### src/source/wr_guard_pkg.sv
// Write guard package: width typedefs, bus, config, event, timeout and status structs, enums
package wr_guard_pkg;

  // Widths with a meaning on the write channel
  typedef logic [3:0]  id_t;
  typedef logic [7:0]  len_t;
  typedef logic [11:0] cnt_t;

  // Manager side of the write channel
  typedef struct packed {
    logic aw_valid;
    id_t  aw_id;
    len_t aw_len;
    logic w_valid;
    logic w_last;
    logic b_ready;
  } wr_req_t;

  // Subordinate side of the write channel
  typedef struct packed {
    logic aw_ready;
    logic w_ready;
    logic b_valid;
    id_t  b_id;
  } wr_rsp_t;

  // Cycle budgets, W budget is per beat
  typedef struct packed {
    cnt_t budget_aw;
    cnt_t budget_w_unit;
    cnt_t budget_b;
  } budget_cfg_t;

  // One-cycle event pulses seen by the tracker
  typedef struct packed {
    logic aw_start;
    logic aw_done;
    id_t  aw_id;
    len_t aw_len;
    logic w_beat;
    logic w_last;
    logic b_done;
    id_t  b_id;
  } wr_event_t;

  typedef enum logic [1:0] {
    PH_FREE = 2'd0,
    PH_AW   = 2'd1,
    PH_W    = 2'd2,
    PH_B    = 2'd3
  } phase_e;

  typedef enum logic {
    GS_MONITOR   = 1'b0,
    GS_RESET_REQ = 1'b1
  } guard_state_e;

  typedef struct packed {
    logic   valid;
    id_t    id;
    phase_e phase;
  } timeout_t;

  typedef struct packed {
    logic [4:0] outstanding;
    logic       overflow;
    id_t        last_id;
    phase_e     last_phase;
    logic [7:0] timeout_cnt;
  } guard_status_t;

endpackage

### src/source/wr_event_decode.sv
// Write channel event decoder: handshake detection and registered event pulses
`timescale 1ns/1ps

module wr_event_decode (
  input  logic                    clk_i,
  input  logic                    rst_n_i,
  input  wr_guard_pkg::wr_req_t   mst_req_i,
  input  wr_guard_pkg::wr_rsp_t   slv_rsp_i,
  output wr_guard_pkg::wr_event_t evt_o
);
  import wr_guard_pkg::*;

  logic aw_hs;
  logic w_hs;
  logic b_hs;
  logic aw_new;

  // AW request seen but not yet accepted
  logic aw_pending_q;

  logic aw_start_q;
  logic aw_done_q;
  logic w_beat_q;
  logic w_last_q;
  logic b_done_q;

  id_t  aw_id_q;
  len_t aw_len_q;
  id_t  b_id_q;

  assign aw_hs = mst_req_i.aw_valid && slv_rsp_i.aw_ready;
  assign w_hs  = mst_req_i.w_valid && slv_rsp_i.w_ready;
  assign b_hs  = slv_rsp_i.b_valid && mst_req_i.b_ready;

  // A held aw_valid only counts once
  assign aw_new = mst_req_i.aw_valid && !aw_pending_q;

  always_ff @(posedge clk_i) begin
    if (!rst_n_i) begin
      aw_pending_q <= 1'b0;
      aw_start_q   <= 1'b0;
      aw_done_q    <= 1'b0;
      w_beat_q     <= 1'b0;
      w_last_q     <= 1'b0;
      b_done_q     <= 1'b0;
    end else begin
      aw_pending_q <= mst_req_i.aw_valid && !slv_rsp_i.aw_ready;
      aw_start_q   <= aw_new;
      aw_done_q    <= aw_hs;
      w_beat_q     <= w_hs;
      // Qualifier only, valid together with w_beat
      w_last_q     <= mst_req_i.w_last;
      b_done_q     <= b_hs;
    end
  end

  // Payload rides along with the pulses
  always_ff @(posedge clk_i) begin
    aw_id_q  <= mst_req_i.aw_id;
    aw_len_q <= mst_req_i.aw_len;
    b_id_q   <= slv_rsp_i.b_id;
  end

  assign evt_o.aw_start = aw_start_q;
  assign evt_o.aw_done  = aw_done_q;
  assign evt_o.aw_id    = aw_id_q;
  assign evt_o.aw_len   = aw_len_q;
  assign evt_o.w_beat   = w_beat_q;
  assign evt_o.w_last   = w_last_q;
  assign evt_o.b_done   = b_done_q;
  assign evt_o.b_id     = b_id_q;

endmodule

### src/source/wr_txn_tracker.sv
// Outstanding write table, AW and W order queues, phase counters and timeout detection
`timescale 1ns/1ps

module wr_txn_tracker #(
  parameter int unsigned MaxTxns = 8
) (
  input  logic                      clk_i,
  input  logic                      rst_n_i,
  input  wr_guard_pkg::wr_event_t   evt_i,
  input  wr_guard_pkg::budget_cfg_t budget_i,
  input  logic                      flush_i,
  output wr_guard_pkg::timeout_t    timeout_o,
  output logic [4:0]                outstanding_o,
  output logic                      overflow_o
);
  import wr_guard_pkg::*;

  localparam int unsigned IdxWidth = (MaxTxns > 1) ? $clog2(MaxTxns) : 1;
  // Wide enough for budget_w_unit * 256 beats
  localparam int unsigned BudgetWidth = $bits(cnt_t) + $bits(len_t) + 1;

  typedef logic [IdxWidth-1:0]    idx_t;
  typedef logic [IdxWidth:0]      qcnt_t;
  typedef logic [BudgetWidth-1:0] budget_t;

  typedef struct packed {
    phase_e phase;
    id_t    id;
    len_t   len;
    cnt_t   cnt;
  } entry_t;

  entry_t   entry_d [MaxTxns];
  entry_t   entry_q [MaxTxns];

  // Entry indices in AW order, then in AW acceptance order
  idx_t     aw_fifo_d [MaxTxns];
  idx_t     aw_fifo_q [MaxTxns];
  idx_t     w_fifo_d  [MaxTxns];
  idx_t     w_fifo_q  [MaxTxns];
  idx_t     aw_head_d, aw_head_q, aw_tail_d, aw_tail_q;
  idx_t     w_head_d, w_head_q, w_tail_d, w_tail_q;
  qcnt_t    aw_cnt_d, aw_cnt_q, w_cnt_d, w_cnt_q;

  logic     overflow_d, overflow_q;
  timeout_t timeout_d, timeout_q;

  logic     free_found;
  idx_t     free_idx;
  logic     b_found;
  idx_t     b_idx;
  idx_t     aw_pop_idx;
  idx_t     w_pop_idx;
  logic [4:0] outstanding;

  function automatic idx_t ptr_inc(input idx_t p);
    if (p == idx_t'(MaxTxns - 1)) begin
      return '0;
    end
    return p + idx_t'(1);
  endfunction

  function automatic budget_t phase_budget(input entry_t e, input budget_cfg_t b);
    logic [8:0] beats;
    beats = {1'b0, e.len} + 9'd1;
    case (e.phase)
      PH_AW:   return budget_t'(b.budget_aw);
      PH_W:    return budget_t'(b.budget_w_unit) * budget_t'(beats);
      PH_B:    return budget_t'(b.budget_b);
      default: return '1;
    endcase
  endfunction

  // Lowest free slot and lowest PH_B slot matching the B ID
  always_comb begin
    free_found = 1'b0;
    free_idx   = '0;
    b_found    = 1'b0;
    b_idx      = '0;
    for (int i = MaxTxns - 1; i >= 0; i--) begin
      if (entry_q[i].phase == PH_FREE) begin
        free_found = 1'b1;
        free_idx   = idx_t'(i);
      end
      if (entry_q[i].phase == PH_B && entry_q[i].id == evt_i.b_id) begin
        b_found = 1'b1;
        b_idx   = idx_t'(i);
      end
    end
  end

  // Events are applied in bus order so same-cycle AW and W chains resolve
  always_comb begin
    entry_d    = entry_q;
    aw_fifo_d  = aw_fifo_q;
    w_fifo_d   = w_fifo_q;
    aw_head_d  = aw_head_q;
    aw_tail_d  = aw_tail_q;
    aw_cnt_d   = aw_cnt_q;
    w_head_d   = w_head_q;
    w_tail_d   = w_tail_q;
    w_cnt_d    = w_cnt_q;
    overflow_d = overflow_q;
    aw_pop_idx = '0;
    w_pop_idx  = '0;

    // Saturating per-entry phase counters
    for (int i = 0; i < MaxTxns; i++) begin
      if (entry_q[i].phase != PH_FREE && entry_q[i].cnt != '1) begin
        entry_d[i].cnt = entry_q[i].cnt + cnt_t'(1);
      end
    end

    if (flush_i) begin
      for (int i = 0; i < MaxTxns; i++) begin
        entry_d[i].phase = PH_FREE;
        entry_d[i].cnt   = '0;
      end
      aw_head_d  = '0;
      aw_tail_d  = '0;
      aw_cnt_d   = '0;
      w_head_d   = '0;
      w_tail_d   = '0;
      w_cnt_d    = '0;
      overflow_d = 1'b0;
    end else begin
      if (evt_i.b_done && b_found) begin
        entry_d[b_idx].phase = PH_FREE;
        entry_d[b_idx].cnt   = '0;
      end
      if (evt_i.aw_start) begin
        if (free_found) begin
          entry_d[free_idx] = '{phase: PH_AW, id: evt_i.aw_id, len: evt_i.aw_len,
                                cnt: cnt_t'(0)};
          aw_fifo_d[aw_tail_d] = free_idx;
          aw_tail_d = ptr_inc(aw_tail_d);
          aw_cnt_d  = aw_cnt_d + qcnt_t'(1);
        end else begin
          overflow_d = 1'b1;
        end
      end
      // Dropped AWs leave the queue empty here
      if (evt_i.aw_done && aw_cnt_d != '0) begin
        aw_pop_idx = aw_fifo_d[aw_head_d];
        aw_head_d  = ptr_inc(aw_head_d);
        aw_cnt_d   = aw_cnt_d - qcnt_t'(1);
        entry_d[aw_pop_idx].phase = PH_W;
        entry_d[aw_pop_idx].cnt   = '0;
        w_fifo_d[w_tail_d] = aw_pop_idx;
        w_tail_d = ptr_inc(w_tail_d);
        w_cnt_d  = w_cnt_d + qcnt_t'(1);
      end
      if (evt_i.w_beat && evt_i.w_last && w_cnt_d != '0) begin
        w_pop_idx = w_fifo_d[w_head_d];
        w_head_d  = ptr_inc(w_head_d);
        w_cnt_d   = w_cnt_d - qcnt_t'(1);
        entry_d[w_pop_idx].phase = PH_B;
        entry_d[w_pop_idx].cnt   = '0;
      end
    end
  end

  // Lowest-index entry over its phase budget
  always_comb begin
    timeout_d = '0;
    for (int i = MaxTxns - 1; i >= 0; i--) begin
      if (entry_q[i].phase != PH_FREE &&
          budget_t'(entry_q[i].cnt) > phase_budget(entry_q[i], budget_i)) begin
        timeout_d.valid = 1'b1;
        timeout_d.id    = entry_q[i].id;
        timeout_d.phase = entry_q[i].phase;
      end
    end
    if (flush_i) begin
      timeout_d = '0;
    end
  end

  always_comb begin
    outstanding = '0;
    for (int i = 0; i < MaxTxns; i++) begin
      if (entry_q[i].phase != PH_FREE) begin
        outstanding = outstanding + 5'd1;
      end
    end
  end

  always_ff @(posedge clk_i) begin
    if (!rst_n_i) begin
      for (int i = 0; i < MaxTxns; i++) begin
        entry_q[i] <= '0;
      end
      aw_head_q  <= '0;
      aw_tail_q  <= '0;
      aw_cnt_q   <= '0;
      w_head_q   <= '0;
      w_tail_q   <= '0;
      w_cnt_q    <= '0;
      overflow_q <= 1'b0;
      timeout_q  <= '0;
    end else begin
      entry_q    <= entry_d;
      aw_head_q  <= aw_head_d;
      aw_tail_q  <= aw_tail_d;
      aw_cnt_q   <= aw_cnt_d;
      w_head_q   <= w_head_d;
      w_tail_q   <= w_tail_d;
      w_cnt_q    <= w_cnt_d;
      overflow_q <= overflow_d;
      timeout_q  <= timeout_d;
    end
  end

  // Queue storage
  always_ff @(posedge clk_i) begin
    aw_fifo_q <= aw_fifo_d;
    w_fifo_q  <= w_fifo_d;
  end

  assign timeout_o     = timeout_q;
  assign outstanding_o = outstanding;
  assign overflow_o    = overflow_q;

endmodule

### src/source/wr_timeout_handler.sv
// Timeout handler: reset request FSM, interrupt, timeout record and count, status assembly
`timescale 1ns/1ps

module wr_timeout_handler (
  input  logic                        clk_i,
  input  logic                        rst_n_i,
  input  wr_guard_pkg::timeout_t      timeout_i,
  input  logic                        reset_clear_i,
  input  logic [4:0]                  outstanding_i,
  input  logic                        overflow_i,
  output logic                        flush_o,
  output logic                        reset_req_o,
  output logic                        irq_o,
  output wr_guard_pkg::guard_status_t status_o
);
  import wr_guard_pkg::*;

  guard_state_e state_d, state_q;

  // Record of the timeout that caused the reset request
  id_t          last_id_q;
  phase_e       last_phase_q;
  logic [7:0]   timeout_cnt_q;

  logic         capture;

  // Only the first timeout while monitoring is recorded
  assign capture = (state_q == GS_MONITOR) && timeout_i.valid;

  always_comb begin
    state_d = state_q;
    case (state_q)
      GS_MONITOR: begin
        if (timeout_i.valid) begin
          state_d = GS_RESET_REQ;
        end
      end
      GS_RESET_REQ: begin
        if (reset_clear_i) begin
          state_d = GS_MONITOR;
        end
      end
      default: state_d = GS_MONITOR;
    endcase
  end

  always_ff @(posedge clk_i) begin
    if (!rst_n_i) begin
      state_q       <= GS_MONITOR;
      last_id_q     <= '0;
      last_phase_q  <= PH_FREE;
      timeout_cnt_q <= '0;
    end else begin
      state_q <= state_d;
      if (capture) begin
        last_id_q    <= timeout_i.id;
        last_phase_q <= timeout_i.phase;
        // Saturates rather than wrapping back to zero
        if (timeout_cnt_q != '1) begin
          timeout_cnt_q <= timeout_cnt_q + 8'd1;
        end
      end
    end
  end

  // Table flush lasts as long as the reset request
  assign flush_o     = (state_q == GS_RESET_REQ);
  assign reset_req_o = (state_q == GS_RESET_REQ);
  assign irq_o       = (state_q == GS_RESET_REQ);

  assign status_o.outstanding = outstanding_i;
  assign status_o.overflow    = overflow_i;
  assign status_o.last_id     = last_id_q;
  assign status_o.last_phase  = last_phase_q;
  assign status_o.timeout_cnt = timeout_cnt_q;

endmodule

### src/source/write_guard.sv
// Write guard top level: event decoder, transaction tracker and timeout handler
`timescale 1ns/1ps

module write_guard #(
  // Table depth, 2 to 16
  parameter int unsigned MaxTxns = 8
) (
  input  logic                        clk_i,
  input  logic                        rst_n_i,
  input  wr_guard_pkg::wr_req_t       mst_req_i,
  input  wr_guard_pkg::wr_rsp_t       slv_rsp_i,
  input  wr_guard_pkg::budget_cfg_t   budget_i,
  input  logic                        reset_clear_i,
  output logic                        reset_req_o,
  output logic                        irq_o,
  output wr_guard_pkg::guard_status_t status_o
);
  import wr_guard_pkg::*;

  wr_event_t  evt;
  timeout_t   timeout;
  logic       flush;
  logic [4:0] outstanding;
  logic       overflow;

  // Bus handshakes to event pulses
  wr_event_decode u_decode (
    .clk_i     (clk_i),
    .rst_n_i   (rst_n_i),
    .mst_req_i (mst_req_i),
    .slv_rsp_i (slv_rsp_i),
    .evt_o     (evt)
  );

  wr_txn_tracker #(
    .MaxTxns (MaxTxns)
  ) u_tracker (
    .clk_i         (clk_i),
    .rst_n_i       (rst_n_i),
    .evt_i         (evt),
    .budget_i      (budget_i),
    .flush_i       (flush),
    .timeout_o     (timeout),
    .outstanding_o (outstanding),
    .overflow_o    (overflow)
  );

  // Reset request and status towards the system
  wr_timeout_handler u_handler (
    .clk_i         (clk_i),
    .rst_n_i       (rst_n_i),
    .timeout_i     (timeout),
    .reset_clear_i (reset_clear_i),
    .outstanding_i (outstanding),
    .overflow_i    (overflow),
    .flush_o       (flush),
    .reset_req_o   (reset_req_o),
    .irq_o         (irq_o),
    .status_o      (status_o)
  );

endmodule

### config.mk
export PLATFORM = sky130hd
export DESIGN_NAME = write_guard
export DESIGN_NICKNAME = d
export VERILOG_FILES = /design/src/source/wr_guard_pkg.sv /design/src/source/wr_event_decode.sv /design/src/source/wr_txn_tracker.sv /design/src/source/wr_timeout_handler.sv /design/src/source/write_guard.sv
export SDC_FILE = /design/constraint.sdc
export NUM_CORES = 2
export LEC_CHECK = 0
export BUFFER_PORTS_ARGS = -buffer_cell sky130_fd_sc_hd__buf_4
export CAP_MARGIN = 10
export CORE_UTILIZATION = 45
export DETAILED_ROUTE_END_ITERATION = 10
export HOLD_SLACK_MARGIN = 0.12
export PLACE_DENSITY_LB_ADDON = 0.08
export SLEW_MARGIN = 20
export SYNTH_ARGS = -nofsm -noshare
export SYNTH_HDL_FRONTEND = slang
export SYNTH_SLANG_ARGS = --single-unit
export TNS_END_PERCENT = 30
### constraint.sdc
create_clock -name clk_i -period 8.57 [get_ports clk_i]
set_input_delay 0.857 -clock clk_i [delete_from_list [all_inputs] [get_ports clk_i]]
set_output_delay 0.857 -clock clk_i [all_outputs]
set_load 0.02 [all_outputs]
==> results by group <==
Outcome
  • Status: finished clean

Die
  • Die X: roughly 330 um
  • Initial Utilization: 0.4557
  • Die Ht: 331.9 um
  • Die area: 110,200 um2
  • Top Ports: between 80 and 90
  • Row count: 120
  • Placeable core region: 107,500 um2

Layout
  • Final Non-Filler Cells: 7,286
  • Fillers: between 10,000 and 15,000
  • Total Nets Final: 6,942
  • Layout cell share with drive strength beyond 1: 0.06664
  • Cell area after layout: 52,620 um2
  • Area Overhead vs Synth: 7.420%

Timing
  • Fin crit period: 8.126 ns
  • Fin. Hold Viols: 0
  • Rel. slew slack: 0.2616
  • Count of pins over their slew limit: 0
  • Final setup viols: 0
  • Clock Skews: ~0.036 ns
  • Worst Tran Pin Value: 1.101 ns
  • Max Fclk: 123.1 MHz
  • Final setup margin: approximately 0.44 ns
  • TNS Setup: 0 ns
  • Min Hold Slack: approximately 0.34 ns
  • RSZ-0062 raised after global routing: false
  • Final period utilization: 0.9482

Synth
  • FFs w/ async S/R, synth: 0
  • Largest area contributor in the netlist: fa_1
  • EDFF count, synth: 48
  • Mapped Cells: ~5,900
  • Synth top cells by count: 807 x inv_1, 784 x nand2_1, 568 x fa_1
  • FF+latch count, synth: ~320
  • Main synth FF type: dfxtp_1
  • Syn nets: between 7,000 and 8,000
  • Sequential-to-total area share from yosys stat: 0.1410
  • Top-count cell post-synth: inv_1
  • Post-Syn Area: ~50,000 um2
  • Top cells by area, synth: fa_1 23%, ha_1 12%, dfxtp_1 11%, inv_1 6.2%, nand2_1 6.0%
  • Post-synth top area share: 0.2321
  • Syn avg cell area: 8.270 um2
  • Distinct cell type count of the synthesized netlist: 109
  • YS warnings: 0

Pwr
  • Switching share of power: 0.3364
  • Gate power share: 0.230
  • VDD IR max: between 0.1 and 0.15 mV
  • Leak: 0.02455 uW
  • Power density cells: around 86 nW/um2
  • Part of the power in registers: 0.358
  • Clock share of power: 0.412
  • Psw: about 1500 uW
  • Internal Power: around 3000 uW

Place
  • RD Place Congestion: between 0.9 and 1
  • Port Buffers: 83
  • Placed Cells: 7,214
  • Placement Cell Area: approximately 50,000 um2
  • Dpl ws: -0.02717 ns
  • HPWL after DPL: approximately 120 mm

GRT
  • Vias in the first global route: a little over 40,000
  • Gr ovfl total: 0
  • Largest net degree at the start of global routing: a little under 90
  • Initial antenna violation count: 10
  • Global-route wire length before repair: ~240 mm
  • Global Route Usage Sum: 0.2776

Clocking
  • Root buf cell: clkbuf_16
  • Max clock buf depth: 3
  • CTS Sinks: approximately 320
  • CTS tree: yes
  • Worst-skew pair later-pin latency: roughly 0.6 ns
  • H-tree Lvls: 2
  • Total clock buffers created by CTS: 39
  • Reg clk slew, reported paths: approximately 0.060 ns

Drt
  • Via count: slightly above 40,000
  • Number of routed nets with antenna violations: 0
  • Initial drt markers: roughly 2,700
  • DRC viols: 0
  • Via density: 5.575
  • TritonRoute pass-1 iters: 5
  • Average wire per standard cell: between 20 and 25 um
  • WL final: 153.4 mm

Critical path
  • Worst Path Max Fanout: 10
  • Setup crit end kind: flip-flop
  • Most frequent CP cell: fa_1
  • Worst path max stage delay: approximately 0.55 ns
  • Max stage delay cell, worst path: fa_1
  • Crit path arrival time: ~8.6 ns
  • Setup crit start kind: flip-flop
  • Critical path type: flip-flop to flip-flop
  • Worst EP required: 9.06 ns

Run
  • # Max-Cap Violations: 0

Hold path
  • Worst min path class: input pin to flip-flop
[cells in the final DEF, fill, tap and decap left out, types with 99 or more instances in the layout]
cell type and n:
nand2_1 784, xnor2_1 129, and2_1 216, a21oi_1 208, o21ai_0 198, buf_4 214
nand3_1 99, inv_1 806, xor2_1 133, ha_1 460, nand2b_1 153, dfxtp_1 271
mux2i_1 152, nor2_1 273, fa_1 568, nor2b_1 253
[path summary, 6_finish.rpt]
| check | from | end | slack, ns | cells after the start |
|---|---|---|---|---|
| max | flip-flop | u_tracker.timeout_o[3] | 0.44 | 30 |
| min | mst_req_i[12] | u_decode.aw_id_q[1] | 0.34 | 1 |
| max reg2reg | flip-flop | u_tracker.timeout_o[3] | 0.44 | 30 |
| min reg2reg | u_decode.aw_pending_q | u_decode.aw_start_q | 0.39 | 1 |
[metal layers]
layer / vias to the layer above / part of all wire / GRT usage
met5: - / 0 / 0
met4: 0 / 0.028 / 0.07309
met3: 200 / 0.051 / 0.03053
met2: 1040 / 0.47 / 0.4665
met1: 20208 / 0.45 / 0.3784
li1: 19173 / - / -
[final cells by class]
| class | count | area [um2] | share of cell area |
|---|---|---|---|
| multi-input combinational | 4462 | 37780 | 0.7180 |
| sequential | 321 | 6909 | 0.1313 |
| inverter | 808 | 3033 | 0.05764 |
| tap | 1403 | 1755 | 0.03336 |
| timing repair buffer | 220 | 1727 | 0.03281 |
| clock buffer | 49 | 1096 | 0.02083 |
| clock inverter | 22 | 317.8 | 0.006040 |
| antenna | 1 | 2.502 | 0.00004756 |
[power groups by stage]
stage / logic, uW / registers [uW] / clock network (uW)
6_report: 1040 / 1620 / 1860
5_1_grt: 1140 / 1620 / 1960
3_3_place_gp: 1020 / 1650 / 0
3_5_place_dp: 1030 / 1650 / 0
4_1_cts: 1030 / 1620 / 1900
2_1_floorplan: 711 / 1610 / 0
[cell families after synthesis]
logic type,Yosys count,share of synthesized area
mux,178,0.03734
flops,321,0.1410
xor+xnor,265,0.04738
fa+ha+maj,1028,0.3496
buf+inv,1140,0.08942
simple gates,2115,0.2157
compound gates,876,0.1196
[critical path, delay by kind of cell (launching register included)]
| family | cells | cell delay, ns |
|---|---|---|
| AOI/OAI and AO/OA | 10 | 2.48 |
| xor gates and xnor gates | 2 | 0.53 |
| adders and majority gates | 6 | 2.43 |
| buffers and inverters | 2 | 0.22 |
| DFF | 1 | 0.42 |
| muxes | 1 | 0.10 |
| and+or+nand+nor | 9 | 1.86 |
[stage by stage]
step,total power (uW),util
3_3_place_gp,2670,0.4759
4_1_cts,4547,0.4890
3_5_place_dp,2679,0.4759
6_report,4519,0.4895
2_1_floorplan,2326,-
5_1_grt,4716,0.4895
[timing repair]
| item | CTS | global route |
|---|---|---|
| hold endpoints to repair | 0 | 0 |
| setup endpoints to repair | 0 | 5 |
| buffers inserted | 0 | 0 |
| hold buffers | 0 | 0 |
| resized for setup | 0 | 10 |
Note: power is estimated with default switching activity, not from simulation.
